==> config.mk <==
export PLATFORM = sky130hd
export DESIGN_NAME = reg_file
export DESIGN_NICKNAME = d
export VERILOG_FILES = /design/src/hdl/rv_pkg.sv /design/src/hdl/reg_file.sv
export SDC_FILE = /design/constraint.sdc
export NUM_CORES = 2
export LEC_CHECK = 0
export BUFFER_PORTS_ARGS = -buffer_cell sky130_fd_sc_hd__buf_2
export CAP_MARGIN = 20
export CORE_MARGIN = 3
export CORE_UTILIZATION = 45
export CTS_BUF_LIST = sky130_fd_sc_hd__clkbuf_4 sky130_fd_sc_hd__clkbuf_8
export CTS_CLUSTER_DIAMETER = 60
export DETAILED_ROUTE_END_ITERATION = 7
export PLACE_DENSITY = 0.62
export SYNTH_ARGS = -nofsm -noshare
export SYNTH_HDL_FRONTEND = slang
export SYNTH_SLANG_ARGS = --single-unit
==> constraint.sdc <==
create_clock -name clk -period 2.7 [get_ports clk]
set_input_delay 0 -clock clk [delete_from_list [all_inputs] [get_ports clk]]
set_output_delay 0 -clock clk [all_outputs]
set_load 0.1 [all_outputs]
==> src/hdl/rv_pkg.sv <==
package rv_pkg;

    localparam int XLEN       = 64;
    localparam int ILEN       = 32;
    localparam int REG_ADDR_W = 5;

    localparam logic [XLEN-1:0] RESET_PC    = 64'h8000_0000;
    localparam logic [ILEN-1:0] EBREAK_INST = 32'h0010_0073;

    // instruction field widths
    localparam int OPCODE_W = 7;
    localparam int FUNCT3_W = 3;
    localparam int FUNCT7_W = 7;

    // instruction field positions
    localparam int RD_BASE     = 7;
    localparam int FUNCT3_BASE = 12;
    localparam int RS1_BASE    = 15;
    localparam int RS2_BASE    = 20;
    localparam int FUNCT7_BASE = 25;

    // funct codes of the supported subset
    localparam logic [FUNCT3_W-1:0] FUNCT3_ADD_SUB = 3'b000;
    localparam logic [FUNCT3_W-1:0] FUNCT3_ADDI    = 3'b000;
    localparam logic [FUNCT3_W-1:0] FUNCT3_BNE     = 3'b001;
    localparam logic [FUNCT3_W-1:0] FUNCT3_JALR    = 3'b000;
    localparam logic [FUNCT7_W-1:0] FUNCT7_ADD     = 7'b000_0000;
    localparam logic [FUNCT7_W-1:0] FUNCT7_SUB     = 7'b010_0000;

    typedef enum logic [OPCODE_W-1:0] {
        OP_R      = 7'b011_0011,
        OP_IMM    = 7'b001_0011,
        OP_BRANCH = 7'b110_0011,
        OP_JAL    = 7'b110_1111,
        OP_JALR   = 7'b110_0111,
        OP_LUI    = 7'b011_0111,
        OP_AUIPC  = 7'b001_0111,
        OP_SYSTEM = 7'b111_0011
    } opcode_e;

    typedef enum logic [1:0] {
        ALU_ADD = 2'd0,
        ALU_SUB = 2'd1,
        ALU_AND = 2'd2
    } alu_op_e;

    typedef enum logic [1:0] {
        SRC_REG     = 2'd0, // rs1 op rs2
        SRC_IMM     = 2'd1, // rs1 op imm
        SRC_IMM_PC  = 2'd2, // pc op imm
        SRC_FOUR_PC = 2'd3  // pc op 4
    } alu_src_e;

    typedef enum logic [1:0] {
        IMM_I = 2'd0,
        IMM_B = 2'd1,
        IMM_J = 2'd2,
        IMM_U = 2'd3
    } imm_op_e;

    typedef enum logic [1:0] {
        HALT_NONE    = 2'd0,
        HALT_EBREAK  = 2'd1,
        HALT_ILLEGAL = 2'd2
    } halt_e;

    typedef enum logic [1:0] {
        ST_FETCH = 2'd0,
        ST_EXEC  = 2'd1,
        ST_HALT  = 2'd2
    } fetch_state_e;

endpackage
==> src/hdl/reg_file.sv <==
module reg_file import rv_pkg::*; (
    input  logic                  clk,
    input  logic                  arst_n,
    input  logic [REG_ADDR_W-1:0] raddr1,
    input  logic [REG_ADDR_W-1:0] raddr2,
    input  logic                  we,
    input  logic [REG_ADDR_W-1:0] waddr,
    input  logic [XLEN-1:0]       wdata,
    output logic [XLEN-1:0]       rdata1,
    output logic [XLEN-1:0]       rdata2
);

    logic [XLEN-1:0] regs [2**REG_ADDR_W];

    always_ff @(posedge clk or negedge arst_n) begin
        if (!arst_n) begin
            for (int i = 0; i < 2**REG_ADDR_W; i++) begin
                regs[i] <= '0;
            end
        end else if (we && waddr != '0) begin // x0 never written
            regs[waddr] <= wdata;
        end
    end

    assign rdata1 = regs[raddr1];
    assign rdata2 = regs[raddr2];

endmodule

==> impl_metrics.env <==
export IMPL_clk_pin_slew_ns=0.06
export IMPL_finalNonFillerCells=10300
export IMPL_nets=6984
export IMPL_placementRows=178
export IMPL_grt_max_degree=78
export IMPL_start_util_pct=45.5
export IMPL_leakage_uw=0.0554
export IMPL_r2r_start="regs[470]$_DFFE_PN0P_"
export IMPL_clk_latency_ns=1.06
export IMPL_die_w_um=495
export IMPL_fin_crit_ns=3.02
export IMPL_layout_commonest_cell="dfrtp_1"
export IMPL_core_area_um2=237000
export IMPL_syn_area_per_cell_um2=16.5
export IMPL_max_stage_delay_ns=0.54
export IMPL_slew_headroom_pct=26.3
export IMPL_status="complete, but fails checks"
export IMPL_cp_slowest_cell="mux4_2"
export IMPL_crit_type="reg -> out"
export IMPL_final_area_um2=128000
export IMPL_cts_made_buffers=365
export IMPL_top_level_ports=210
export IMPL_wl_um=347000
export IMPL_route_detailed_drc=0
export IMPL_skew_ns=0
export IMPL_yosysWarnings=0
export IMPL_hold_viol=0
export IMPL_wire_per_inst_um=33.6
export IMPL_final_setup_viol_count=116
export IMPL_drt_initial_drc_count=5969
export IMPL_final_seq_area_um2=51200
export IMPL_grt_total_usage_pct=28.4
export IMPL_tightest_slew_ns=1.10
export IMPL_cts_root_buf="clkbuf_8"
export IMPL_end_kind="output pin"
export IMPL_finalMaxSlewViolations=0
export IMPL_critPathLaunch="regs[667]$_DFFE_PN0P_"
export IMPL_start_kind="flop"
export IMPL_synth_nets=6594
export IMPL_rsz0062_at_grt="yes"
export IMPL_fin_crit_sh_pct=112
export IMPL_fmax_mhz=331
export IMPL_detail_route_antenna_nets=0
export IMPL_cp_common_cell="mux4_2"
export IMPL_ys_types=30
export IMPL_placed_cells=9514
export IMPL_crit_path_max_fanout=3
export IMPL_drt_pass1_iter_count=5
export IMPL_reg2regPathDepth=3
export IMPL_violations="setup timing"
export IMPL_clock_sinks=2048
export IMPL_fp_dieH_um=495
export IMPL_viasPerCell=6.48
export IMPL_largest_register="regs"
export IMPL_antenna_found_initial=20
export IMPL_timing_final_ws_setup_ns=-0.322
export IMPL_multi_input_area_um2=54900
export IMPL_yosys_register_bits=2048
export IMPL_drive_gt1_share_pct=67.0
export IMPL_post_place_ws_ns=0.212
export IMPL_ff2ff_setup_slack_ns=1.65
export IMPL_place_congestion=0.811
export IMPL_num_vias=66900
export IMPL_place_area_um2=116000
export IMPL_hold_path_class="in -> reg"
export IMPL_fin_tns_setup_ns=-19.55
export IMPL_reg_top3="regs x2048"
export IMPL_syn_inst=6512
export IMPL_num_fill_cells=18800
export IMPL_gr_total_overflow=0
export IMPL_holdPathStages=3
export IMPL_cts_tree="built"
export IMPL_vdd_drop_max_mv=0.497
export IMPL_largest_reg_flops=2048
export IMPL_max_cap_violations=0
export IMPL_area_growth_pct=19.0
export IMPL_finalHoldWorstSlack_ns=0.0992
export IMPL_grt_pass1_vias=70800
export IMPL_crit_end="rdata1[27]"
export IMPL_layout_common_cells="dfrtp_1 (2,048), mux2_2 (2,045), mux4_2 (1,145), clkbuf_8 (480), buf_12 (315)"
export IMPL_worstPathCellList="mux4_2 -> mux4_2 -> mux2_4 -> buf_12"
export IMPL_htree_num_levels=5
export IMPL_worstPathRequired_ns=2.70
export IMPL_synth_area_um2=108000
export IMPL_hpwlAfterDp_um=206000
export IMPL_p_per_area_nw_per_um2=766
export IMPL_grt_pass1_wl_um=508000
export IMPL_dieArea_um2=245000
export IMPL_io_buffers=209
export IMPL_arrival_ns=3.02
export IMPL_clk_path_buf_depth=4
export IMPL_r2r_end="regs[470]$_DFFE_PN0P_"
export IMPL_yosysSeqAreaShare_pct=47.6
[per-stage QoR]
| stage | total power, uW | utilization [%] |
|---|---|---|
| final | 98100 | 54.1 |
| after floorplan | 57600 | - |
| after detailed placement | 64300 | 49.0 |
| after CTS | 98300 | 53.9 |
| after global placement | 63500 | 49.0 |
| after global routing | 102000 | 54.1 |
[cells in the mapped netlist]
library cell  count  area (um^2)
mux2i_1         144         1440
buf_4            27          203
a221o_1          26          260
and2_1            1         6.26
nand3_1           6         30.0
a221oi_1         34          298
nor2_1           27          101
nand2_1          20         75.1
mux2_2         2151        24200
nor3b_1           1         7.51
mux4_2         1145        25800
o22ai_1          60          375
nor2b_1          20          125
nand2b_1          5         31.3
a211oi_1          3         22.5
buf_1            36          135
a22o_1            9         78.8
a21oi_1           9         45.0
o31ai_1           3         22.5
inv_1             1         3.75
o22a_1            3         26.3
and2_0            2         12.5
buf_6             5         56.3
buf_2           218         1090
dfrtp_1        2048        51200
nor3_2            4         40.0
and3_1            6         37.5
a211o_1           9         78.8
clkbuf_1        487         1830
nand4_1           2         12.5
[layer usage]
layer,vias to the layer above,share of wire [%],global-route usage (%)
li1,26400,-,-
met5,-,0.018,0
met1,37200,42,39.5
met4,10,3.9,10.5
met2,2622,48,44.9
met3,723,6.3,5.00
[area by class of cell]
class | count | share of cell area [%]
Clock buffer | 571 | 5.68
Tap cell | 3150 | 3.08
Inverter | 1 | 0.00488
Clock inverter | 59 | 0.481
Multi-Input combinational cell | 3690 | 42.8
Timing Repair Buffer | 796 | 7.88
Sequential cell | 2048 | 40.0
Antenna cell | 16 | 0.0312
[worst max-delay path, delay by kind of cell (launching register included)]
family / cells / cell delay, ns
muxes: 3 / 1.37
DFF: 1 / 0.40
buffers and inverters: 1 / 0.18
[worst min path at each step]
stage	start	endpoint	slack [ns]
after floorplan	arst_n	regs[0]$_DFFE_PN0P_	-0.30
after CTS	wdata[23]	regs[1239]$_DFFE_PN0P_	0.008
after global placement	arst_n	regs[1722]$_DFFE_PN0P_	0.08
after global routing	wdata[43]	regs[491]$_DFFE_PN0P_	0.07
final	wdata[43]	regs[1899]$_DFFE_PN0P_	0.1
after detailed placement	arst_n	regs[1722]$_DFFE_PN0P_	0.09
[what timing repair did]
action	4_1_cts	5_1_grt
buffers inserted	67	29
hold endpoints to repair	4032	0
gates resized for setup	572	50
pin swaps	47	16
hold buffers	79	0
setup endpoints to repair	128	128
[cell families after synthesis]
group / count (synthesis) / share of synthesized area [%]
compound gates: 156 / 1.12
buf+inv: 774 / 3.08
mux: 3440 / 47.8
flops: 2048 / 47.6
simple gates: 94 / 0.445
[power breakdown]
group	internal, uW	switching [uW]
clock	18200	13300
combinational	14400	11300
sequential	36600	4400
No activity file was read; power rests on OpenSTA's default activity.
