==> src/hdl/rv_pkg.sv <==
package rv_pkg;

    localparam int XLEN       = 64;
    localparam int ILEN       = 32;
    localparam int REG_ADDR_W = 5;

    localparam logic [XLEN-1:0] RESET_PC    = 64'h8000_0000;
    localparam logic [ILEN-1:0] EBREAK_INST = 32'h0010_0073;

    // instruction field widths
    localparam int OPCODE_W = 7;
    localparam int FUNCT3_W = 3;
    localparam int FUNCT7_W = 7;

    // instruction field positions
    localparam int RD_BASE     = 7;
    localparam int FUNCT3_BASE = 12;
    localparam int RS1_BASE    = 15;
    localparam int RS2_BASE    = 20;
    localparam int FUNCT7_BASE = 25;

    // funct codes of the supported subset
    localparam logic [FUNCT3_W-1:0] FUNCT3_ADD_SUB = 3'b000;
    localparam logic [FUNCT3_W-1:0] FUNCT3_ADDI    = 3'b000;
    localparam logic [FUNCT3_W-1:0] FUNCT3_BNE     = 3'b001;
    localparam logic [FUNCT3_W-1:0] FUNCT3_JALR    = 3'b000;
    localparam logic [FUNCT7_W-1:0] FUNCT7_ADD     = 7'b000_0000;
    localparam logic [FUNCT7_W-1:0] FUNCT7_SUB     = 7'b010_0000;

    typedef enum logic [OPCODE_W-1:0] {
        OP_R      = 7'b011_0011,
        OP_IMM    = 7'b001_0011,
        OP_BRANCH = 7'b110_0011,
        OP_JAL    = 7'b110_1111,
        OP_JALR   = 7'b110_0111,
        OP_LUI    = 7'b011_0111,
        OP_AUIPC  = 7'b001_0111,
        OP_SYSTEM = 7'b111_0011
    } opcode_e;

    typedef enum logic [1:0] {
        ALU_ADD = 2'd0,
        ALU_SUB = 2'd1,
        ALU_AND = 2'd2
    } alu_op_e;

    typedef enum logic [1:0] {
        SRC_REG     = 2'd0, // rs1 op rs2
        SRC_IMM     = 2'd1, // rs1 op imm
        SRC_IMM_PC  = 2'd2, // pc op imm
        SRC_FOUR_PC = 2'd3  // pc op 4
    } alu_src_e;

    typedef enum logic [1:0] {
        IMM_I = 2'd0,
        IMM_B = 2'd1,
        IMM_J = 2'd2,
        IMM_U = 2'd3
    } imm_op_e;

    typedef enum logic [1:0] {
        HALT_NONE    = 2'd0,
        HALT_EBREAK  = 2'd1,
        HALT_ILLEGAL = 2'd2
    } halt_e;

    typedef enum logic [1:0] {
        ST_FETCH = 2'd0,
        ST_EXEC  = 2'd1,
        ST_HALT  = 2'd2
    } fetch_state_e;

endpackage
==> src/hdl/core_if.sv <==


interface retire_if import rv_pkg::*; ();
    logic                  valid;
    logic [XLEN-1:0]       pc;
    logic [ILEN-1:0]       inst;
    logic                  wen;
    logic [REG_ADDR_W-1:0] rd;
    logic [XLEN-1:0]       wdata;
    halt_e                 halt_req;

    modport exe (output valid, pc, inst, wen, rd, wdata, halt_req);
    modport ret (input valid, pc, inst, wen, rd, wdata, halt_req);
endinterface

==> src/hdl/retire_unit.sv <==
module retire_unit import rv_pkg::*; (
    input  logic                  clk,
    input  logic                  arst_n,
    retire_if.ret                 ret,
    input  logic [ILEN-1:0]       bad_inst_in,
    output logic                  rf_we,
    output logic [REG_ADDR_W-1:0] rf_waddr,
    output logic [XLEN-1:0]       rf_wdata,
    output logic                  retire_valid,
    output logic [XLEN-1:0]       retire_pc,
    output logic [ILEN-1:0]       retire_inst,
    output logic [REG_ADDR_W-1:0] retire_rd,
    output logic                  retire_wen,
    output logic [XLEN-1:0]       retire_data,
    output logic                  halted,
    output halt_e                 halt_cause,
    output logic [ILEN-1:0]       bad_inst
);

    logic halt_now;

    assign halt_now = ret.valid && (ret.halt_req != HALT_NONE);
    assign rf_we    = ret.valid && ret.wen && (ret.halt_req == HALT_NONE);
    assign rf_waddr = ret.rd;
    assign rf_wdata = ret.wdata;

    always_ff @(posedge clk or negedge arst_n) begin
        if (!arst_n) begin
            retire_valid <= 1'b0;
            halted       <= 1'b0;
            halt_cause   <= HALT_NONE;
            bad_inst     <= '0;
        end else begin
            retire_valid <= ret.valid; // one pulse per execute cycle
            if (halt_now && !halted) begin
                halted     <= 1'b1;
                halt_cause <= ret.halt_req;
                bad_inst   <= bad_inst_in; // zero for ebreak
            end
        end
    end

    // trace record
    always_ff @(posedge clk) begin
        if (ret.valid) begin
            retire_pc   <= ret.pc;
            retire_inst <= ret.inst;
            retire_rd   <= ret.rd;
            retire_wen  <= rf_we;
            retire_data <= ret.wdata;
        end
    end

endmodule

==> src/flat_wrapper.sv <==
// flat-port wrapper written by rule: the top's interface ports become plain ports
module retire_unit_flat import rv_pkg::*;
  (clk, arst_n, bad_inst_in, rf_we, rf_waddr, rf_wdata, retire_valid, retire_pc, retire_inst, retire_rd, retire_wen, retire_data, halted, halt_cause, bad_inst, ret_valid, ret_pc, ret_inst, ret_wen, ret_rd, ret_wdata, ret_halt_req);
  retire_if ret_i ();
  input  logic clk;
  input  logic arst_n;
  input  logic [ILEN-1:0] bad_inst_in;
  output logic rf_we;
  output logic [REG_ADDR_W-1:0] rf_waddr;
  output logic [XLEN-1:0] rf_wdata;
  output logic retire_valid;
  output logic [XLEN-1:0] retire_pc;
  output logic [ILEN-1:0] retire_inst;
  output logic [REG_ADDR_W-1:0] retire_rd;
  output logic retire_wen;
  output logic [XLEN-1:0] retire_data;
  output logic halted;
  output halt_e halt_cause;
  output logic [ILEN-1:0] bad_inst;
  input wire logic [$bits(ret_i.valid)-1:0] ret_valid;
  input wire logic [$bits(ret_i.pc)-1:0] ret_pc;
  input wire logic [$bits(ret_i.inst)-1:0] ret_inst;
  input wire logic [$bits(ret_i.wen)-1:0] ret_wen;
  input wire logic [$bits(ret_i.rd)-1:0] ret_rd;
  input wire logic [$bits(ret_i.wdata)-1:0] ret_wdata;
  input wire logic [$bits(ret_i.halt_req)-1:0] ret_halt_req;
  assign ret_i.valid = ret_valid;
  assign ret_i.pc = ret_pc;
  assign ret_i.inst = ret_inst;
  assign ret_i.wen = ret_wen;
  assign ret_i.rd = ret_rd;
  assign ret_i.wdata = ret_wdata;
  assign ret_i.halt_req = ret_halt_req;
  retire_unit u_core (.clk(clk), .arst_n(arst_n), .ret(ret_i), .bad_inst_in(bad_inst_in), .rf_we(rf_we), .rf_waddr(rf_waddr), .rf_wdata(rf_wdata), .retire_valid(retire_valid), .retire_pc(retire_pc), .retire_inst(retire_inst), .retire_rd(retire_rd), .retire_wen(retire_wen), .retire_data(retire_data), .halted(halted), .halt_cause(halt_cause), .bad_inst(bad_inst));
endmodule
==> config.mk <==
export PLATFORM = sky130hd
export DESIGN_NAME = retire_unit_flat
export DESIGN_NICKNAME = d
export VERILOG_FILES = /design/src/hdl/rv_pkg.sv /design/src/hdl/core_if.sv /design/src/hdl/retire_unit.sv /design/src/flat_wrapper.sv
export SDC_FILE = /design/constraint.sdc
export NUM_CORES = 1
export LEC_CHECK = 0
export BUFFER_PORTS_ARGS = -buffer_cell sky130_fd_sc_hd__clkbuf_2
export CAP_MARGIN = 20
export CORE_AREA = 8 8 177 179
export CTS_CLUSTER_DIAMETER = 40
export CTS_CLUSTER_SIZE = 28
export DETAILED_ROUTE_END_ITERATION = 6
export DIE_AREA = 0 0 185 187
export GPL_ROUTABILITY_DRIVEN = 0
export SETUP_SLACK_MARGIN = 0.5
export SYNTH_ARGS = -nofsm -noshare
export SYNTH_HDL_FRONTEND = slang
export SYNTH_SLANG_ARGS = --single-unit
==> constraint.sdc <==
create_clock -name clk -period 2.4 [get_ports clk]
set_input_delay 0.48 -clock clk [delete_from_list [all_inputs] [get_ports clk]]
set_output_delay 0.48 -clock clk [all_outputs]
set_load 0.05 [all_outputs]
==> results.json <==
{
  "first_pass_iters": 4,
  "via_per_inst": 3.79,
  "skew_ns": 0.00549,
  "power_frac_clock_pct": 40.6,
  "ctsResizeCount": 0,
  "synth_cell_types": 13,
  "route.detailed.drc": 0,
  "status": "finished clean",
  "syn_to_final_growth_pct": 48.6,
  "gr-usage-all-layers_pct": 12.1,
  "worst-slew-pin-transition_ns": 0.885,
  "hold_buffers": 0,
  "end_kind": "output pin",
  "clk_pin_slew_ns": 0.06,
  "clock.fmax_ghz": 0.573,
  "vias": 4407,
  "synth_top_area_share_pct": 71.1,
  "p_switching_mw": 3.57,
  "grt_pass1_vias": 4723,
  "routed_wl_um": 22700,
  "slew_headroom_pct": 41.0,
  "met2_length_um": 11000,
  "crit_family": "flip-flops",
  "syn_nets": 519,
  "synth_cells": 316,
  "die_area_mm2": 0.0346,
  "p_per_area_mw_per_mm2": 1040,
  "rsz0062_at_grt": "no",
  "drt_iter0_drc": 132,
  "antenna_cells": 0,
  "grt_max_degree": 102,
  "antenna_found_initial": 2,
  "cts_inserted_buffers": 30,
  "worstRegToRegCells": 4,
  "slowest_delay_ns": 0.41,
  "met1Wirelength_um": 8460,
  "synthTopCellsByArea": "edfxtp_1 71%, dfrtp_1 13%, buf_4 7.4%",
  "p_leak_nw": 4.81,
  "timing.final.max_slew_violations": 0,
  "crit_arrival_ns": 1.27,
  "synth.largest_area_cell": "edfxtp_1",
  "final_area_mm2": 0.0104,
  "placed_cell_area_mm2": 0.00937,
  "cts_sinks": 202,
  "slowest_stage": "dfrtp_1",
  "p_int_mw": 7.29,
  "initial_core_util_pct": 24.7,
  "fp.coreArea_mm2": 0.0284,
  "maxCapViolations": 0,
  "syn-cell-area_mm2": 0.00701,
  "rows": 62,
  "min_period_ns": 1.75,
  "cts-root-buf": "clkbuf_16",
  "post_cts_buffers": 0,
  "setup_viol": 0,
  "io_buffers": 474,
  "final_layout_size_suffix_gt1_share_pct": 72.8,
  "dp_hpwl_um": 18300,
  "final_core_util_pct": 36.7,
  "start_kind": "flip-flop",
  "peakVddDrop_v": 0.000497,
  "swShare_pct": 32.8,
  "seqPwrFrac_pct": 39.3,
  "fp.dieW_um": 185,
  "boundaryPins": 475,
  "grt_overflow_total": 0,
  "syn_area_per_cell_um2": 22.2,
  "wire_per_inst_um": 19.5,
  "path_buf_inv": 1,
  "clkLatencyLatePin_ns": 0.54,
  "finalHoldViolations": 0,
  "clk_path_buf_depth": 3,
  "h-tree-depth": 1,
  "ant_nets": 0,
  "yosysSeqAreaShare_pct": 83.9,
  "ys_ff_latch": 202,
  "pwr-share-comb_pct": 20.1,
  "ys_warn_count": 0,
  "top_layer": "met5",
  "cp_max_fo": 3,
  "fin_setup_tns_ns": 0,
  "nNetsFinal": 957,
  "ff_latch_area_mm2": 0.00589,
  "die_y_um": 187,
  "cp_num_cells": 1,
  "crit_chain": "clkbuf_2",
  "worstSetupPathType": "reg2out",
  "hp-class": "in2async",
  "required_ns": 1.92,
  "grt_pass1_wl_um": 31600,
  "multiInputGateArea_um2": 554,
  "wl_met3_um": 2690,
  "period_share_pct": 72.8,
  "cts_tree": "yes",
  "nFillCells": 2775
}
final cells by class:
class / instances / area share (%)
flip-flops and latches: 202 / 56.5
repair buffers: 478 / 23.5
clock buffers: 35 / 7.59
multi-input cells: 42 / 5.32
well taps: 384 / 4.61
clock inverters: 21 / 2.55
synthesized netlist by cell type:
cell type  count
edfxtp_1     166
buf_4         69
dfrtp_1       36
mux2_4        30
buf_12         3
nand2_1        3
a22o_2         2
mux2_2         2
nand2b_1       1
nor2b_4        1
nor3_1         1
o21a_4         1
o21ai_0        1
logic make-up after synthesis:
logic type / synth area share [%]
buffers and inverters: 8.24
and+or+nand+nor: 0.517
AOI/OAI and AO/OA: 0.571
muxes: 6.74
DFF: 83.9
power groups by stage:
stage	registers [mW]	logic, mW	clock network (mW)
after floorplan	5.47	0.440	0
after global placement	4.34	2.20	0
after detailed placement	4.33	2.21	0
after CTS	4.27	2.21	4.55
after global routing	4.30	2.26	4.70
final	4.27	2.18	4.41
placed cells by master (no fill, tap or decap), drive strengths merged:
| cell | count |
|---|---|
| a22o | 2 |
| buf | 5 |
| bufinv | 2 |
| clkbuf | 508 |
| clkinv | 11 |
| clkinvlp | 3 |
| dfrtp | 36 |
| edfxtp | 166 |
| inv | 5 |
| mux2 | 32 |
| nand2 | 3 |
| nand2b | 1 |
| nor2b | 1 |
| nor3 | 1 |
| o21a | 1 |
| o21ai | 1 |
layer usage:
metal,vias up,global-route usage [%]
met5,-,0
met4,4,3.29
met3,40,4.53
met2,274,20.8
met1,2080,13.9
li1,2009,-
registers in the layout, indices dropped and copies added, names as in the netlist:
name,flops
u_core.retire_wen,1
u_core.retire_data,64
u_core.retire_rd,5
u_core.retire_pc,64
u_core.bad_inst,32
u_core.retire_inst,32
u_core.retire_valid,1
u_core.halted,1
u_core.halt_cause,2
through the flow:
step / setup slack, ns / cells / hold slack (ns) / power, mW
floorplan: 0.760 / 316 / 0.184 / 5.91
global placement: 0.483 / 1106 / 0.498 / 6.54
detailed placement: 0.454 / 1106 / 0.492 / 6.55
CTS: 0.601 / 1162 / 0.0627 / 11.0
global route: 0.583 / 1162 / 0.0773 / 11.3
finish: 0.653 / 1162 / 0.0595 / 10.9
worst paths after layout:
check,startpoint,slack [ns],endpoint
max reg2reg,u_core.halted,0.78,u_core.bad_inst[12]
max in group asynchronous,arst_n,1.78,u_core.bad_inst[0]
min reg2reg,u_core.bad_inst[17],0.52,u_core.bad_inst[17]
min,arst_n,0.06,u_core.bad_inst[18]
max,u_core.halted,0.65,halted
min in group clk,ret_inst[30],0.11,u_core.retire_inst[30]
No activity file was read; power rests on OpenSTA's default activity.
