[config.mk]
export PLATFORM = sky130hd
export DESIGN_NAME = ctrl_flat
export DESIGN_NICKNAME = d
export VERILOG_FILES = /design/src/hdl/rv_pkg.sv /design/src/hdl/core_if.sv /design/src/hdl/ctrl.sv /design/src/flat_wrapper.sv
export SDC_FILE = /design/constraint.sdc
export NUM_CORES = 1
export LEC_CHECK = 0
export BUFFER_PORTS_ARGS = -buffer_cell sky130_fd_sc_hd__buf_4
export CAP_MARGIN = 25
export CORE_MARGIN = 1
export CORE_UTILIZATION = 37
export DETAILED_ROUTE_END_ITERATION = 16
export PLACE_DENSITY = 0.91
export SLEW_MARGIN = 20
export SYNTH_ARGS = -nofsm -noshare
export SYNTH_HDL_FRONTEND = slang
export SYNTH_SLANG_ARGS = --single-unit
[constraint.sdc]
create_clock -name vclk -period 5.3
set_input_delay 1.06 -clock vclk [all_inputs]
set_output_delay 1.06 -clock vclk [all_outputs]
set_load 0.02 [all_outputs]
[src/hdl/rv_pkg.sv]
package rv_pkg;

    localparam int XLEN       = 64;
    localparam int ILEN       = 32;
    localparam int REG_ADDR_W = 5;

    localparam logic [XLEN-1:0] RESET_PC    = 64'h8000_0000;
    localparam logic [ILEN-1:0] EBREAK_INST = 32'h0010_0073;

    // instruction field widths
    localparam int OPCODE_W = 7;
    localparam int FUNCT3_W = 3;
    localparam int FUNCT7_W = 7;

    // instruction field positions
    localparam int RD_BASE     = 7;
    localparam int FUNCT3_BASE = 12;
    localparam int RS1_BASE    = 15;
    localparam int RS2_BASE    = 20;
    localparam int FUNCT7_BASE = 25;

    // funct codes of the supported subset
    localparam logic [FUNCT3_W-1:0] FUNCT3_ADD_SUB = 3'b000;
    localparam logic [FUNCT3_W-1:0] FUNCT3_ADDI    = 3'b000;
    localparam logic [FUNCT3_W-1:0] FUNCT3_BNE     = 3'b001;
    localparam logic [FUNCT3_W-1:0] FUNCT3_JALR    = 3'b000;
    localparam logic [FUNCT7_W-1:0] FUNCT7_ADD     = 7'b000_0000;
    localparam logic [FUNCT7_W-1:0] FUNCT7_SUB     = 7'b010_0000;

    typedef enum logic [OPCODE_W-1:0] {
        OP_R      = 7'b011_0011,
        OP_IMM    = 7'b001_0011,
        OP_BRANCH = 7'b110_0011,
        OP_JAL    = 7'b110_1111,
        OP_JALR   = 7'b110_0111,
        OP_LUI    = 7'b011_0111,
        OP_AUIPC  = 7'b001_0111,
        OP_SYSTEM = 7'b111_0011
    } opcode_e;

    typedef enum logic [1:0] {
        ALU_ADD = 2'd0,
        ALU_SUB = 2'd1,
        ALU_AND = 2'd2
    } alu_op_e;

    typedef enum logic [1:0] {
        SRC_REG     = 2'd0, // rs1 op rs2
        SRC_IMM     = 2'd1, // rs1 op imm
        SRC_IMM_PC  = 2'd2, // pc op imm
        SRC_FOUR_PC = 2'd3  // pc op 4
    } alu_src_e;

    typedef enum logic [1:0] {
        IMM_I = 2'd0,
        IMM_B = 2'd1,
        IMM_J = 2'd2,
        IMM_U = 2'd3
    } imm_op_e;

    typedef enum logic [1:0] {
        HALT_NONE    = 2'd0,
        HALT_EBREAK  = 2'd1,
        HALT_ILLEGAL = 2'd2
    } halt_e;

    typedef enum logic [1:0] {
        ST_FETCH = 2'd0,
        ST_EXEC  = 2'd1,
        ST_HALT  = 2'd2
    } fetch_state_e;

endpackage
[src/hdl/core_if.sv]
interface dec_if import rv_pkg::*; ();
    logic                  reg_wen;
    logic [REG_ADDR_W-1:0] rd;
    logic [REG_ADDR_W-1:0] rs1;
    logic [REG_ADDR_W-1:0] rs2;
    imm_op_e               imm_op;
    alu_op_e               alu_op;
    alu_src_e              alu_src;
    logic                  branch;
    logic                  jump;
    logic                  jalr;
    halt_e                 halt_req;

    modport dec (output reg_wen, rd, rs1, rs2, imm_op, alu_op, alu_src,
                 branch, jump, jalr, halt_req);
    modport exe (input reg_wen, rd, rs1, rs2, imm_op, alu_op, alu_src,
                 branch, jump, jalr, halt_req);
endinterface


[src/hdl/ctrl.sv]
module ctrl import rv_pkg::*; (
    input  logic [ILEN-1:0] inst,
    dec_if.dec              dec,
    output logic [ILEN-1:0] bad_inst
);

    logic [OPCODE_W-1:0]   opcode;
    logic [FUNCT3_W-1:0]   funct3;
    logic [FUNCT7_W-1:0]   funct7;
    logic [REG_ADDR_W-1:0] rd;
    logic [REG_ADDR_W-1:0] rs1;
    logic [REG_ADDR_W-1:0] rs2;

    assign opcode = inst[OPCODE_W-1:0];
    assign funct3 = inst[FUNCT3_BASE +: FUNCT3_W];
    assign funct7 = inst[FUNCT7_BASE +: FUNCT7_W];
    assign rd     = inst[RD_BASE +: REG_ADDR_W];
    assign rs1    = inst[RS1_BASE +: REG_ADDR_W];
    assign rs2    = inst[RS2_BASE +: REG_ADDR_W];

    always_comb begin
        logic illegal;

        illegal      = 1'b0;
        dec.reg_wen  = 1'b0;
        dec.rd       = '0;
        dec.rs1      = '0;
        dec.rs2      = '0;
        dec.imm_op   = IMM_I;
        dec.alu_op   = ALU_AND; // harmless default
        dec.alu_src  = SRC_REG;
        dec.branch   = 1'b0;
        dec.jump     = 1'b0;
        dec.jalr     = 1'b0;
        dec.halt_req = HALT_NONE;
        bad_inst     = '0;

        case (opcode)
            OP_R: begin
                dec.reg_wen = 1'b1;
                dec.rd      = rd;
                dec.rs1     = rs1;
                dec.rs2     = rs2;
                if (funct3 == FUNCT3_ADD_SUB && funct7 == FUNCT7_ADD) begin
                    dec.alu_op = ALU_ADD;
                end else if (funct3 == FUNCT3_ADD_SUB && funct7 == FUNCT7_SUB) begin
                    dec.alu_op = ALU_SUB;
                end else begin
                    illegal = 1'b1;
                end
            end
            OP_IMM: begin
                dec.reg_wen = 1'b1;
                dec.rd      = rd;
                dec.rs1     = rs1;
                dec.alu_op  = ALU_ADD;
                dec.alu_src = SRC_IMM;
                illegal     = (funct3 != FUNCT3_ADDI); // only addi
            end
            OP_BRANCH: begin
                dec.rs1    = rs1;
                dec.rs2    = rs2;
                dec.imm_op = IMM_B;
                dec.alu_op = ALU_SUB; // nonzero difference means taken
                dec.branch = 1'b1;
                illegal    = (funct3 != FUNCT3_BNE);
            end
            OP_JAL: begin
                dec.reg_wen = 1'b1;
                dec.rd      = rd;
                dec.imm_op  = IMM_J;
                dec.alu_op  = ALU_ADD;
                dec.alu_src = SRC_FOUR_PC; // link value
                dec.jump    = 1'b1;
            end
            OP_JALR: begin
                dec.reg_wen = 1'b1;
                dec.rd      = rd;
                dec.rs1     = rs1;
                dec.imm_op  = IMM_I;
                dec.alu_op  = ALU_ADD;
                dec.alu_src = SRC_FOUR_PC;
                dec.jump    = 1'b1;
                dec.jalr    = 1'b1;
                illegal     = (funct3 != FUNCT3_JALR);
            end
            OP_LUI: begin
                dec.reg_wen = 1'b1;
                dec.rd      = rd; // rs1 stays x0
                dec.imm_op  = IMM_U;
                dec.alu_op  = ALU_ADD;
                dec.alu_src = SRC_IMM;
            end
            OP_AUIPC: begin
                dec.reg_wen = 1'b1;
                dec.rd      = rd;
                dec.imm_op  = IMM_U;
                dec.alu_op  = ALU_ADD;
                dec.alu_src = SRC_IMM_PC;
            end
            OP_SYSTEM: begin
                if (inst == EBREAK_INST) begin
                    dec.halt_req = HALT_EBREAK;
                end else begin
                    illegal = 1'b1;
                end
            end
            default: begin
                illegal = 1'b1;
            end
        endcase

        if (illegal) begin
            dec.reg_wen  = 1'b0;
            dec.halt_req = HALT_ILLEGAL;
            bad_inst     = inst;
        end
    end

endmodule

[src/flat_wrapper.sv]
// flat-port wrapper written by rule: the top's interface ports become plain ports
module ctrl_flat import rv_pkg::*;
  (inst, bad_inst, dec_reg_wen, dec_rd, dec_rs1, dec_rs2, dec_imm_op, dec_alu_op, dec_alu_src, dec_branch, dec_jump, dec_jalr, dec_halt_req);
  dec_if dec_i ();
  input  logic [ILEN-1:0] inst;
  output logic [ILEN-1:0] bad_inst;
  output wire logic [$bits(dec_i.reg_wen)-1:0] dec_reg_wen;
  output wire logic [$bits(dec_i.rd)-1:0] dec_rd;
  output wire logic [$bits(dec_i.rs1)-1:0] dec_rs1;
  output wire logic [$bits(dec_i.rs2)-1:0] dec_rs2;
  output wire logic [$bits(dec_i.imm_op)-1:0] dec_imm_op;
  output wire logic [$bits(dec_i.alu_op)-1:0] dec_alu_op;
  output wire logic [$bits(dec_i.alu_src)-1:0] dec_alu_src;
  output wire logic [$bits(dec_i.branch)-1:0] dec_branch;
  output wire logic [$bits(dec_i.jump)-1:0] dec_jump;
  output wire logic [$bits(dec_i.jalr)-1:0] dec_jalr;
  output wire logic [$bits(dec_i.halt_req)-1:0] dec_halt_req;
  assign dec_reg_wen = dec_i.reg_wen;
  assign dec_rd = dec_i.rd;
  assign dec_rs1 = dec_i.rs1;
  assign dec_rs2 = dec_i.rs2;
  assign dec_imm_op = dec_i.imm_op;
  assign dec_alu_op = dec_i.alu_op;
  assign dec_alu_src = dec_i.alu_src;
  assign dec_branch = dec_i.branch;
  assign dec_jump = dec_i.jump;
  assign dec_jalr = dec_i.jalr;
  assign dec_halt_req = dec_i.halt_req;
  ctrl u_core (.inst(inst), .dec(dec_i), .bad_inst(bad_inst));
endmodule
==> flow_summary.json <==
{
  "pwr-share-seq": 0,
  "drc_errors": 0,
  "grt_pass1_wl_um": 4480,
  "layout-drive-gt1-share": 0.462,
  "crit_type": "input port to primary output",
  "synthesis.area_um2": 733,
  "antenna_cells": 0,
  "path_common_cell": "buf_4",
  "drt_first_pass_iters": 4,
  "fillers": 145,
  "ant_nets": 0,
  "ctsResizeCount": 0,
  "grt_pass1_vias": 1051,
  "synth_top_family_by_area": "simple AND/OR/NAND/NOR gates",
  "p_sw_frac": 0.527,
  "synth_cell_type_count": 31,
  "fin_tns_setup_ps": 0,
  "power_leakage_nw": 0.714,
  "postCtsSetupRepairBufs": 0,
  "drv_slew": 0,
  "timing.max_cap.violations": 0,
  "layout_min_cycle_time_ps": 4110,
  "yosysWarnings": 0,
  "grt_max_degree": 17,
  "ios": 91,
  "fin_nets": 242,
  "hold_violations": 0,
  "critPathLaunchType": "input port",
  "worst_path_max_delay_cell": "o2111ai_1",
  "total_power_mw": 0.111,
  "die_h_um": 46.5,
  "dieWidth_um": 46.5,
  "multi_input_area_um2": 676,
  "design.seq.count": 0,
  "powerDensity_nw_per_um2": 78.6,
  "critPathMaxStageDelay_ps": 460,
  "core_um2": 1780,
  "port-buffer-count": 91,
  "hold_buffers": 0,
  "clock_buffers": 0,
  "synthAdderAreaFrac": 0,
  "syn_area_per_cell_um2": 6.01,
  "pwr-share-comb": 1.000,
  "ir_drop_mv": 0.0442,
  "synth.net_count": 154,
  "rows": 15,
  "cp-end-kind": "primary output",
  "vias": 1180,
  "cp_data_required_time_ps": 4240,
  "utilization": 0.794,
  "yosys-top-cells-area": "and2_1, a21oi_1, nor2_1",
  "yosys.area.top_type": "and2_1",
  "synth_top_area_frac": 0.367,
  "wl_per_cell_um": 13.1,
  "hold_path_class": "input port to primary output",
  "drt_iter0_drc": 22,
  "worst_ep_arrival_time_ps": 3050,
  "switchingPower_mw": 0.0587,
  "dpl.hpwl_um": 2640,
  "wl_um": 3060,
  "track_usage": 0.271,
  "status": "completed",
  "worst_pin_slew_ps": 859,
  "initial_core_util": 0.411,
  "finalWeightedCongestion": 0.880,
  "max_freq_mhz": 244,
  "regArea_um2": 0,
  "overflow": 0,
  "syn2layout_area_growth_pct": 93.2,
  "crit_path_cell_trace": "buf_4 -> nor4_1 -> nand3b_1 -> a41oi_2 -> o2111ai_1 -> buf_4 -> and2_1 -> buf_4",
  "crit_fanout": 16,
  "synthCells": 122,
  "rsz0062_at_grt": "false",
  "ys_seq_area_frac": 0,
  "min_path_cells": 3,
  "viasPerCell": 5.06,
  "synth_compound_area_frac": 0.188,
  "internal_power_mw": 0.0527,
  "die_area_um2": 2160,
  "clockPowerShare": 0,
  "synth_xor_area_frac": 0.0119,
  "max_slew_margin": 0.427,
  "fin_crit_sh": 0.775,
  "yosys-mux-area-fraction": 0,
  "synthSimpleGateAreaFrac": 0.722,
  "grt_antenna_before_repair": 0,
  "setup_viol": 0
}
-- routing by layer --
layer / up-vias / global-route usage / wire length [um]
li1: 592 / - / -
met1: 538 / 0.331 / 1180
met2: 50 / 0.533 / 1670
met3: 0 / 0.0118 / 211
met4: 0 / 0.00588 / 0
met5: - / 0 / 0
-- worst max-delay path, delay by kind of cell --
family | cells | cell delay, ps
AND/OR/NAND/NOR | 3 | 630
buffers and inverters | 3 | 630
AO/OA/AOI/OAI | 2 | 720
-- path summary, 6_finish.rpt --
| kind | from | endpoint | slack [ps] |
|---|---|---|---|
| max | inst[12] | bad_inst[10] | 1190 |
| min | inst[8] | dec_rd[1] | 2450 |
-- logic make-up after synthesis --
kind of cell / Yosys count
xor+xnor: 1
buf+inv: 11
compound gates: 21
simple gates: 89
-- cell usage in the layout (no fill, tap or decap), types with 2 or more instances in the layout --
cell type  netlist  final
nand3b_1         2      2
nand3_1          4      4
nand2_1          8      8
nor4_1           4      4
nand2b_1         3      3
a21oi_1         11     11
nor2b_1          4      4
o2111ai_1        2      2
inv_1            4      4
o21ai_0          2      2
buf_4            1     92
nor2_1          11     11
and2_1          43     43
nor3_1           3      3
-- synthesized netlist by cell type (all sizes together) --
master,instances
nor4b,2
nand3b,3
nand2b,3
nand4,1
nor2,11
inv,5
nand2,8
xor2,1
or2,1
o2bb2ai,1
a41oi,1
and2,43
o21a,1
nand3,4
and2b,1
a21oi,11
nor4,4
a31o,1
nor2b,4
o21ai,3
buf,6
o2111ai,2
and3,1
o221ai,1
nor3,3
-- through the flow --
| step | cell area (um2) | instances | setup WS (ps) | hold WS [ps] |
|---|---|---|---|---|
| floorplan | 733 | 122 | 1800 | 2280 |
| global placement | 1420 | 233 | 1310 | 2440 |
| detailed placement | 1420 | 233 | 1200 | 2450 |
| CTS | 1420 | 233 | 1190 | 2450 |
| global route | 1420 | 233 | 1010 | 2460 |
| finish | 1420 | 233 | 1190 | 2450 |
-- layout make-up --
class / count / area share
timing repair buffer: 92 / 0.488
multi-input combinational: 111 / 0.477
tap: 25 / 0.0221
inverter: 5 / 0.0133
-- power by group through the flow --
stage / Clock [mW] / Sequential, mW / Combinational (mW)
finish: 0 / 0 / 0.111
global route: 0 / 0 / 0.120
CTS: 0 / 0 / 0.112
detailed placement: 0 / 0 / 0.111
global placement: 0 / 0 / 0.110
floorplan: 0 / 0 / 0.0560
No activity file was read; power rests on OpenSTA's default activity.
