### src/hdl/rv_pkg.sv
package rv_pkg;

    localparam int XLEN       = 64;
    localparam int ILEN       = 32;
    localparam int REG_ADDR_W = 5;

    localparam logic [XLEN-1:0] RESET_PC    = 64'h8000_0000;
    localparam logic [ILEN-1:0] EBREAK_INST = 32'h0010_0073;

    // instruction field widths
    localparam int OPCODE_W = 7;
    localparam int FUNCT3_W = 3;
    localparam int FUNCT7_W = 7;

    // instruction field positions
    localparam int RD_BASE     = 7;
    localparam int FUNCT3_BASE = 12;
    localparam int RS1_BASE    = 15;
    localparam int RS2_BASE    = 20;
    localparam int FUNCT7_BASE = 25;

    // funct codes of the supported subset
    localparam logic [FUNCT3_W-1:0] FUNCT3_ADD_SUB = 3'b000;
    localparam logic [FUNCT3_W-1:0] FUNCT3_ADDI    = 3'b000;
    localparam logic [FUNCT3_W-1:0] FUNCT3_BNE     = 3'b001;
    localparam logic [FUNCT3_W-1:0] FUNCT3_JALR    = 3'b000;
    localparam logic [FUNCT7_W-1:0] FUNCT7_ADD     = 7'b000_0000;
    localparam logic [FUNCT7_W-1:0] FUNCT7_SUB     = 7'b010_0000;

    typedef enum logic [OPCODE_W-1:0] {
        OP_R      = 7'b011_0011,
        OP_IMM    = 7'b001_0011,
        OP_BRANCH = 7'b110_0011,
        OP_JAL    = 7'b110_1111,
        OP_JALR   = 7'b110_0111,
        OP_LUI    = 7'b011_0111,
        OP_AUIPC  = 7'b001_0111,
        OP_SYSTEM = 7'b111_0011
    } opcode_e;

    typedef enum logic [1:0] {
        ALU_ADD = 2'd0,
        ALU_SUB = 2'd1,
        ALU_AND = 2'd2
    } alu_op_e;

    typedef enum logic [1:0] {
        SRC_REG     = 2'd0, // rs1 op rs2
        SRC_IMM     = 2'd1, // rs1 op imm
        SRC_IMM_PC  = 2'd2, // pc op imm
        SRC_FOUR_PC = 2'd3  // pc op 4
    } alu_src_e;

    typedef enum logic [1:0] {
        IMM_I = 2'd0,
        IMM_B = 2'd1,
        IMM_J = 2'd2,
        IMM_U = 2'd3
    } imm_op_e;

    typedef enum logic [1:0] {
        HALT_NONE    = 2'd0,
        HALT_EBREAK  = 2'd1,
        HALT_ILLEGAL = 2'd2
    } halt_e;

    typedef enum logic [1:0] {
        ST_FETCH = 2'd0,
        ST_EXEC  = 2'd1,
        ST_HALT  = 2'd2
    } fetch_state_e;

endpackage
### src/hdl/inst_fetch.sv
module inst_fetch import rv_pkg::*; (
    input  logic            clk,
    input  logic            arst_n,
    input  logic [ILEN-1:0] wb_rdata,
    input  logic            wb_ack,
    input  logic [XLEN-1:0] next_pc,
    input  logic            halted,
    output logic            wb_cyc,
    output logic            wb_stb,
    output logic [XLEN-1:0] wb_adr,
    output logic [XLEN-1:0] pc,
    output logic [ILEN-1:0] inst,
    output logic            exec_valid
);

    fetch_state_e state;
    logic         req; // wishbone cycle open

    always_ff @(posedge clk or negedge arst_n) begin
        if (!arst_n) begin
            state <= ST_FETCH;
            req   <= 1'b0;
            pc    <= RESET_PC;
        end else begin
            case (state)
                ST_FETCH: begin
                    if (req) begin
                        if (wb_ack) begin // ack ends the cycle
                            req   <= 1'b0;
                            state <= ST_EXEC;
                        end
                    end else if (halted) begin
                        state <= ST_HALT; // last retire was ebreak or illegal
                    end else begin
                        req <= 1'b1;
                    end
                end
                ST_EXEC: begin
                    pc    <= next_pc;
                    state <= ST_FETCH;
                end
                default: begin
                    state <= ST_HALT; // only reset leaves
                end
            endcase
        end
    end

    // instruction register, loaded on the ack edge
    always_ff @(posedge clk) begin
        if (state == ST_FETCH && req && wb_ack) begin
            inst <= wb_rdata;
        end
    end

    assign wb_cyc     = req;
    assign wb_stb     = req;
    assign wb_adr     = pc; // stable while the cycle is open
    assign exec_valid = (state == ST_EXEC);

endmodule

### config.mk
export PLATFORM = sky130hd
export DESIGN_NAME = inst_fetch
export DESIGN_NICKNAME = d
export VERILOG_FILES = /design/src/hdl/rv_pkg.sv /design/src/hdl/inst_fetch.sv
export SDC_FILE = /design/constraint.sdc
export NUM_CORES = 1
export LEC_CHECK = 0
export BUFFER_PORTS_ARGS = -buffer_cell sky130_fd_sc_hd__buf_2
export CORE_UTILIZATION = 25
export CTS_CLUSTER_SIZE = 28
export DETAILED_ROUTE_END_ITERATION = 8
export SLEW_MARGIN = 20
export SYNTH_ARGS = -nofsm -noshare
export SYNTH_HDL_FRONTEND = slang
export SYNTH_SLANG_ARGS = --single-unit
### constraint.sdc
create_clock -name clk -period 3.7 [get_ports clk]
set_clock_uncertainty 0.1 [all_clocks]
set_input_delay 0.185 -clock clk [delete_from_list [all_inputs] [get_ports clk]]
set_output_delay 0.185 -clock clk [all_outputs]
set_load 0.01 [all_outputs]
==> metrics.md, run 1 <==
| Metric | Value |
|---|---|
| Fmax | `478 MHz` |
| MaxCap Viol Count | `0` |
| Pre-CTS setup slack | `1.58 ns` |
| Layout area overhead | `56.1%` |
| Starting density of the core | `25.9%` |
| PD cells | `576 nW/µm²` |
| Fin worst setup slack | `1.61 ns` |
| Vias in the first global route | `2935` |
| Seq/Total Area, Yosys | `63.4%` |
| Hold Path Class | `in -> reg` |
| Die extent in y | `131 µm` |
| Slew Limit Headroom | `41.9%` |
| Worst-path maximum fanout | `38` |
| CP peak stage delay | `0.57 ns` |
| Worst-margin pin slew | `0.872 ns` |
| Critical Path End Type | `flip-flop` |
| Startpoint Class | `flip-flop` |
| Flops & latches, synth | `99` |
| Cell with the most instances after synthesis | `dfrtp_1` |
| Sinks on Clock Net | `99` |
| Fill cells | `1486` |
| Initial antenna violation count | `0` |
| RSZ-0062 raised after global routing | `false` |
| R2R setup slack | `1.61 ns` |
| Status | `finished clean` |
| Post-Syn Nets | `344` |
| Syn Area/Cell | `17.1 µm²` |
| Worst-path clk slew | `0.07 ns` |
| EDFF count, synth | `32` |
| Crit path time final | `2.09 ns` |
| Clock tree buffer depth | `2` |
| Lkg Pwr | `3.24 nW` |
| Synth unique cells | `15` |
| Critical path class | `reg -> reg` |
| Met3 WL | `521 µm` |
| Reg area | `2640 µm²` |
| Post-Syn Instances | `244` |
| DR vias/cell | `3.88` |
| Main synth FF type | `dfrtp_1` |
| TritonCTS clock tree | `done` |
| Top cell type by total area after synthesis | `dfrtp_1` |
| Antenna diodes | `0` |
| CP arrival | `2.22 ns` |
| Worst-path cell chain | `nand2b_4 > buf_4 > mux2_2` |
| DPL Wire Length | `6.81 mm` |
| # IOs | `263` |
| Highest metal layer with signal wires | `met4` |
| CTS Buf Count | `9` |
| Synthesized area | `4170 µm²` |
| Post-DR wirelength/cell | `13.6 µm` |
| Part of the cycle the worst path needs | `56.5%` |
| GP Congestion | `0.707` |
| Met1 Routed Length | `3.79 mm` |
| Final setup vio count | `0` |
| Max Slew Vio Count | `0` |
| Met2 Routed Length | `5.85 mm` |
| TritonRoute pass-1 iters | `4` |
| Worst vdd ir | `0.228 mV` |
| CTS H-Tree Depth | `3` |
| Count of final hold-check violations | `0` |
| Initial DRC Count | `107` |
| GRT Util Overall | `11.4%` |
| Antenna-violating nets left | `0` |
| Global route overflow | `0` |
| Root Buffer | `clkbuf_16` |
| Total Wirelength | `10.4 mm` |
| # rows | `46` |
| Share of cells above drive strength 1 | `63.3%` |
| Chip width | `131 µm` |
| Synth top area share | `39.7%` |
| Core box area | `16100 µm²` |
| Synthesis Warnings | `0` |
| # DRC | `0` |
| Most frequent cells after synthesis | `dfrtp_1, buf_4, mux2_4` |
| Required @ worst endpoint | `3.83 ns` |
| Top post-synthesis cells by area | `dfrtp_1, edfxtp_1, mux2_4` |
| First-pass GRT wire length | `14.4 mm` |
| Setup TNS Final | `0 ns` |
| DIE AREA | `17200 µm²` |
| Pin count of the biggest net entering global routing | `68` |
| Via count | `2972` |
| Multi-input logic area | `966 µm²` |
| Worst-Skew Late Latency | `0.34 ns` |
| Slowest stage cell on the critical path | `nand2b_4` |
| PortBufs | `262` |
| Final #Nets | `645` |
| Fraction of registers with async set/reset | `67.7%` |
==> worst max-delay path: cells and delay by family (launching register included) <==
family | cells | cell delay [ns]
and+or+nand+nor | 1 | 0.57
buffers and inverters | 1 | 0.48
DFF | 1 | 0.39
muxes | 1 | 0.38
==> repair_timing <==
item,in CTS,in global routing
hold buffers,98,0
gates resized for setup,0,0
buffers inserted,0,0
hold endpoints to repair,164,0
==> where the power goes <==
group | switching (W) | internal (W)
clock network | 0.000439 | 0.000538
logic | 0.000532 | 0.000676
registers | 0.000191 | 0.00137
total | 0.00116 | 0.00259
==> final timing paths <==
check / startpoint / endpoint / depth (start not counted)
max: state[1]$_DFFE_PN0P_ / pc[45]$_DFFE_PN0N_ / 3
min: wb_ack / state[0]$_DFFE_PN0P_ / 2
max reg2reg: state[1]$_DFFE_PN0P_ / pc[45]$_DFFE_PN0N_ / 3
min reg2reg: state[1]$_DFFE_PN0P_ / state[1]$_DFFE_PN0P_ / 1
max in group asynchronous: arst_n / pc[13]$_DFFE_PN0N_ / 2
min in group asynchronous: arst_n / pc[36]$_DFFE_PN0N_ / 2
==> cells in the final DEF, fill, tap and decap left out <==
cell,netlist,routed
a21oi_1,1,1
dfstp_2,1,1
edfxtp_1,32,32
clkinvlp_4,0,2
inv_1,2,2
or3_1,1,1
clkbuf_16,0,9
a21o_1,1,1
clkinv_4,0,1
buf_2,1,261
buf_4,65,3
nor2_1,1,1
nand2b_4,0,1
dfrtp_1,66,66
bufinv_16,0,1
inv_8,0,2
and4bb_2,2,2
inv_6,0,1
mux2_4,49,49
dlygate4sd3_1,0,98
mux2_2,15,15
==> registers in the layout, indices dropped and copies added (netlist names) <==
register and count:
wb_cyc 1, inst 32, pc 64, state 2
==> stage by stage <==
stage / cells / hold slack (ns) / power [W] / utilization (%) / instance area [µm²]
6_report: 766 / 0.0822 / 0.00375 / 40.5 / 6500
5_1_grt: 766 / 0.0914 / 0.00398 / 40.5 / 6500
4_1_cts: 766 / 0.0712 / 0.00379 / 40.5 / 6500
3_5_place_dp: 652 / 0.261 / 0.00271 / 32.5 / 5210
3_3_place_gp: 652 / 0.242 / 0.00269 / 32.5 / 5210
2_1_floorplan: 244 / -0.211 / 0.00244 / - / 4170
==> layer usage <==
| metal | GRT usage [%] | up-vias |
|---|---|---|
| li1 | - | 1375 |
| met1 | 10.9 | 1438 |
| met2 | 22.4 | 144 |
| met3 | 2.84 | 15 |
| met4 | 5.54 | 0 |
| met5 | 0 | - |
==> logic make-up (layout without fill, tap and decap cells) <==
family | after synthesis | in the layout | synth area share (%)
flops | 99 | 99 | 63.4
buf+inv | 74 | 380 | 13.6
mux | 64 | 64 | 21.7
simple gates | 5 | 5 | 0.991
compound gates | 2 | 2 | 0.300
==> layout make-up <==
type,count,share of cell area [%]
clock inverter,7,1.31
sequential,99,40.6
timing repair buffer,362,35.5
multi-input combinational,71,14.9
inverter,2,0.115
tap,216,4.16
clock buffer,9,3.46
Note: power is estimated with default switching activity, not from simulation.
==> run 2: changes to the inputs <==
- ABC_AREA: default -> 1
- clock period: 3.7 -> 2.2 ns (I/O delays scaled with it)
==> metrics.md, run 2 <==
| Metric | Value |
|---|---|
| Post-DR wirelength/cell | `12.2 µm (-10%)` |
| Die extent in y | `129 µm (-1.8%)` |
| Status | `finished clean` |
| Pin count of the biggest net entering global routing | `68 (unchanged)` |
| Worst-path maximum fanout | `39 (+2.6%)` |
| CTS H-Tree Depth | `3 (unchanged)` |
| Antenna diodes | `0 (unchanged)` |
| TritonCTS clock tree | `done` |
| Worst-margin pin slew | `0.891 ns (+0.0194 ns)` |
| DPL Wire Length | `6.94 mm (+2.0%)` |
| Critical path class | `reg -> out` |
| Post_cts resized | `0 (unchanged)` |
| Seq/Total Area, Yosys | `65.7% (+2.4 points)` |
| Flops & latches, synth | `99 (unchanged)` |
| Setup TNS Final | `0 ns (unchanged)` |
| Post-Syn Nets | `484 (+41%)` |
| Most frequent cells after synthesis | `nand2_1, buf_4, dfrtp_1` |
| Slowest stage cell on the critical path | `dfrtp_1` |
| Synth unique cells | `14 (-1)` |
| Post-Place Cells | `782 (+20%)` |
| Main synth FF type | `dfrtp_1` |
| First-pass GRT wire length | `16.8 mm (+17%)` |
| Initial DRC Count | `150 (+40%)` |
| Total Wirelength | `10.9 mm (+5.1%)` |
| Largest registers | `pc (64), inst (32), state (2)` |
| Synthesis Warnings | `0 (unchanged)` |
| Share of cells above drive strength 1 | `41.8% (-21 points)` |
| Via count | `3527 (+19%)` |
| Worst-path cell chain | `inv_2 > nand2_2 > inv_2 > buf_4 > buf_2` |
| PD cells | `1180 nW/µm² (+100%)` |
| DIE AREA | `16600 µm² (-3.5%)` |
| CP bufs+invs | `4 (+3)` |
| RSZ-0062 raised after global routing | `false` |
| Final std cells w/o fill | `897 (+17%)` |
| Clock tree buffer depth | `2 (unchanged)` |
| # DRC | `0 (unchanged)` |
| CP arrival | `1.57 ns (-0.65 ns)` |
| Cell with the most instances after synthesis | `nand2_1` |
| CP peak stage delay | `0.44 ns (-0.13 ns)` |
| GRT Util Overall | `13.4% (+2.0 points)` |
| Worst vdd ir | `0.629 mV (+180%)` |
| Commonest non-fill, non-tap cells in the layout | `buf_2, nand2_1, dlygate4sd3_1` |
| Biggest register | `pc` |
| Reg area | `2640 µm² (unchanged)` |
| Max Slew Vio Count | `0 (unchanged)` |
| Critical Path End Type | `output port` |
| Count of final hold-check violations | `0 (unchanged)` |
| Synth top area share | `41.1% (+1.5 points)` |
| Layout area overhead | `57.7%` |
| Chip width | `129 µm (-1.8%)` |
| CTS Buf Count | `9 (unchanged)` |
| Worst-Skew Late Latency | `0.34 ns (about the same)` |
| MaxCap Viol Count | `0 (unchanged)` |
| Max FFs per register | `64 (unchanged)` |
| Slew Limit Headroom | `40.6% (-1.3 points)` |
| Fraction of registers with async set/reset | `67.7% (unchanged)` |
| Vias in the first global route | `3363 (+15%)` |
| Global route overflow | `0 (unchanged)` |
| Placed cell area | `5040 µm² (-3.3%)` |
| # rows | `45 (-2.2%)` |
| Multi-input logic area | `778 µm² (-19%)` |
| Post-Syn Instances | `384 (+57%)` |
| Initial antenna violation count | `0 (unchanged)` |
| Fill cells | `1535 (+3.3%)` |
| Part of the cycle the worst path needs | `80.7%` |
| Starting density of the core | `26.0% (+0.087 points)` |
| Commonest non-fill, non-tap cell in the layout | `buf_2` |
| GP Congestion | `0.710 (+0.37%)` |
| Final Cell Area | `6330 µm² (-2.6%)` |
| Sinks on Clock Net | `99 (unchanged)` |
| Final #Nets | `781 (+21%)` |
| Pre-CTS setup slack | `0.579 ns (-1.00 ns)` |
| Fmax | `563 MHz` |
| DR vias/cell | `3.93 (+1.3%)` |
| # IOs | `263 (unchanged)` |
| TritonRoute pass-1 iters | `4 (unchanged)` |
| Antenna-violating nets left | `0 (unchanged)` |
| Synthesized area | `4020 µm² (-3.6%)` |
| EDFF count, synth | `32 (unchanged)` |
| Top post-synthesis cells by area | `dfrtp_1, edfxtp_1, nand2_1` |
| Delay-heaviest family, CP | `buffers and inverters` |
| Syn Area/Cell | `10.5 µm² (-39%)` |
| Top cell type by total area after synthesis | `dfrtp_1` |
| Crit path time final | `1.78 ns` |
| Required @ worst endpoint | `1.99 ns (-1.84 ns)` |
| PortBufs | `262 (unchanged)` |
| Core box area | `15400 µm² (-3.9%)` |
| Hold Path Class | `in -> async` |
| Startpoint Class | `flip-flop` |
| Worst-path clk slew | `0.07 ns (about the same)` |
| Root Buffer | `clkbuf_16` |
| Final setup vio count | `0 (unchanged)` |
| Most frequent cell on the critical path | `inv_2` |
| Fin worst setup slack | `0.424 ns (-1.19 ns)` |
| Lkg Pwr | `3.28 nW (+1.1%)` |
run 2: timing repair:
| action | 4_1_cts | 5_1_grt |
|---|---|---|
| setup buffers | 0 | 0 |
| endpoints found under the hold margin | 165 | 0 |
| hold buffers | 99 | 0 |
run 2: through the flow:
step           power (W)  util [%]  hold slack, ns
2_1_floorplan    0.00512         -          -0.286
3_3_place_gp     0.00573      32.7           0.187
5_1_grt          0.00799      41.0           0.346
4_1_cts          0.00755      41.0           0.343
3_5_place_dp     0.00577      32.7           0.188
6_report         0.00745      41.0           0.337
run 2: path summary, 6_finish.rpt:
check,start,end,slack (ns),depth (start not counted)
max in group asynchronous,arst_n,pc[8]$_DFFE_PN0N_,1.09,2
min in group clk,wb_rdata[3],inst[3]$_DFFE_PP_,0.37,2
max reg2reg,wb_cyc$_DFFE_PN0N_,inst[1]$_DFFE_PP_,0.62,3
max,state[1]$_DFFE_PN0P_,exec_valid,0.42,5
min,arst_n,pc[35]$_DFFE_PN0N_,0.34,2
min reg2reg,pc[31]$_DFFE_PN1N_,pc[31]$_DFFE_PN1N_,0.40,2
run 2: kinds of logic (layout without fill, tap and decap cells):
kind of cell           count (synthesis)  in the layout  synth area share [%]
and+or+nand+nor                      200            200                  18.9
DFF                                   99             99                  65.7
buffers and inverters                 83            385                  15.2
AOI/OAI and AO/OA                      2              2                 0.249
run 2: per-layer routing:
metal	global-route usage [%]	vias to the layer above	routed length, µm
li1	-	1720	-
met1	15.4	1643	4530
met2	23.9	154	5600
met3	2.99	10	640
met4	5.67	0	158
met5	0	-	0
run 2: final cells by class:
cell class / count / share of cell area [%]
clock inverters: 7 / 1.21
flip-flops and latches: 99 / 41.7
inverters: 4 / 0.237
multi-input cells: 202 / 12.3
clock buffers: 9 / 3.56
repair buffers: 365 / 36.9
well taps: 211 / 4.17
run 2: power breakdown:
group | internal (W) | switching, W
Sequential | 0.00258 | 0.000507
Combinational | 0.00128 | 0.00150
Clock | 0.000814 | 0.000769
Total | 0.00468 | 0.00277
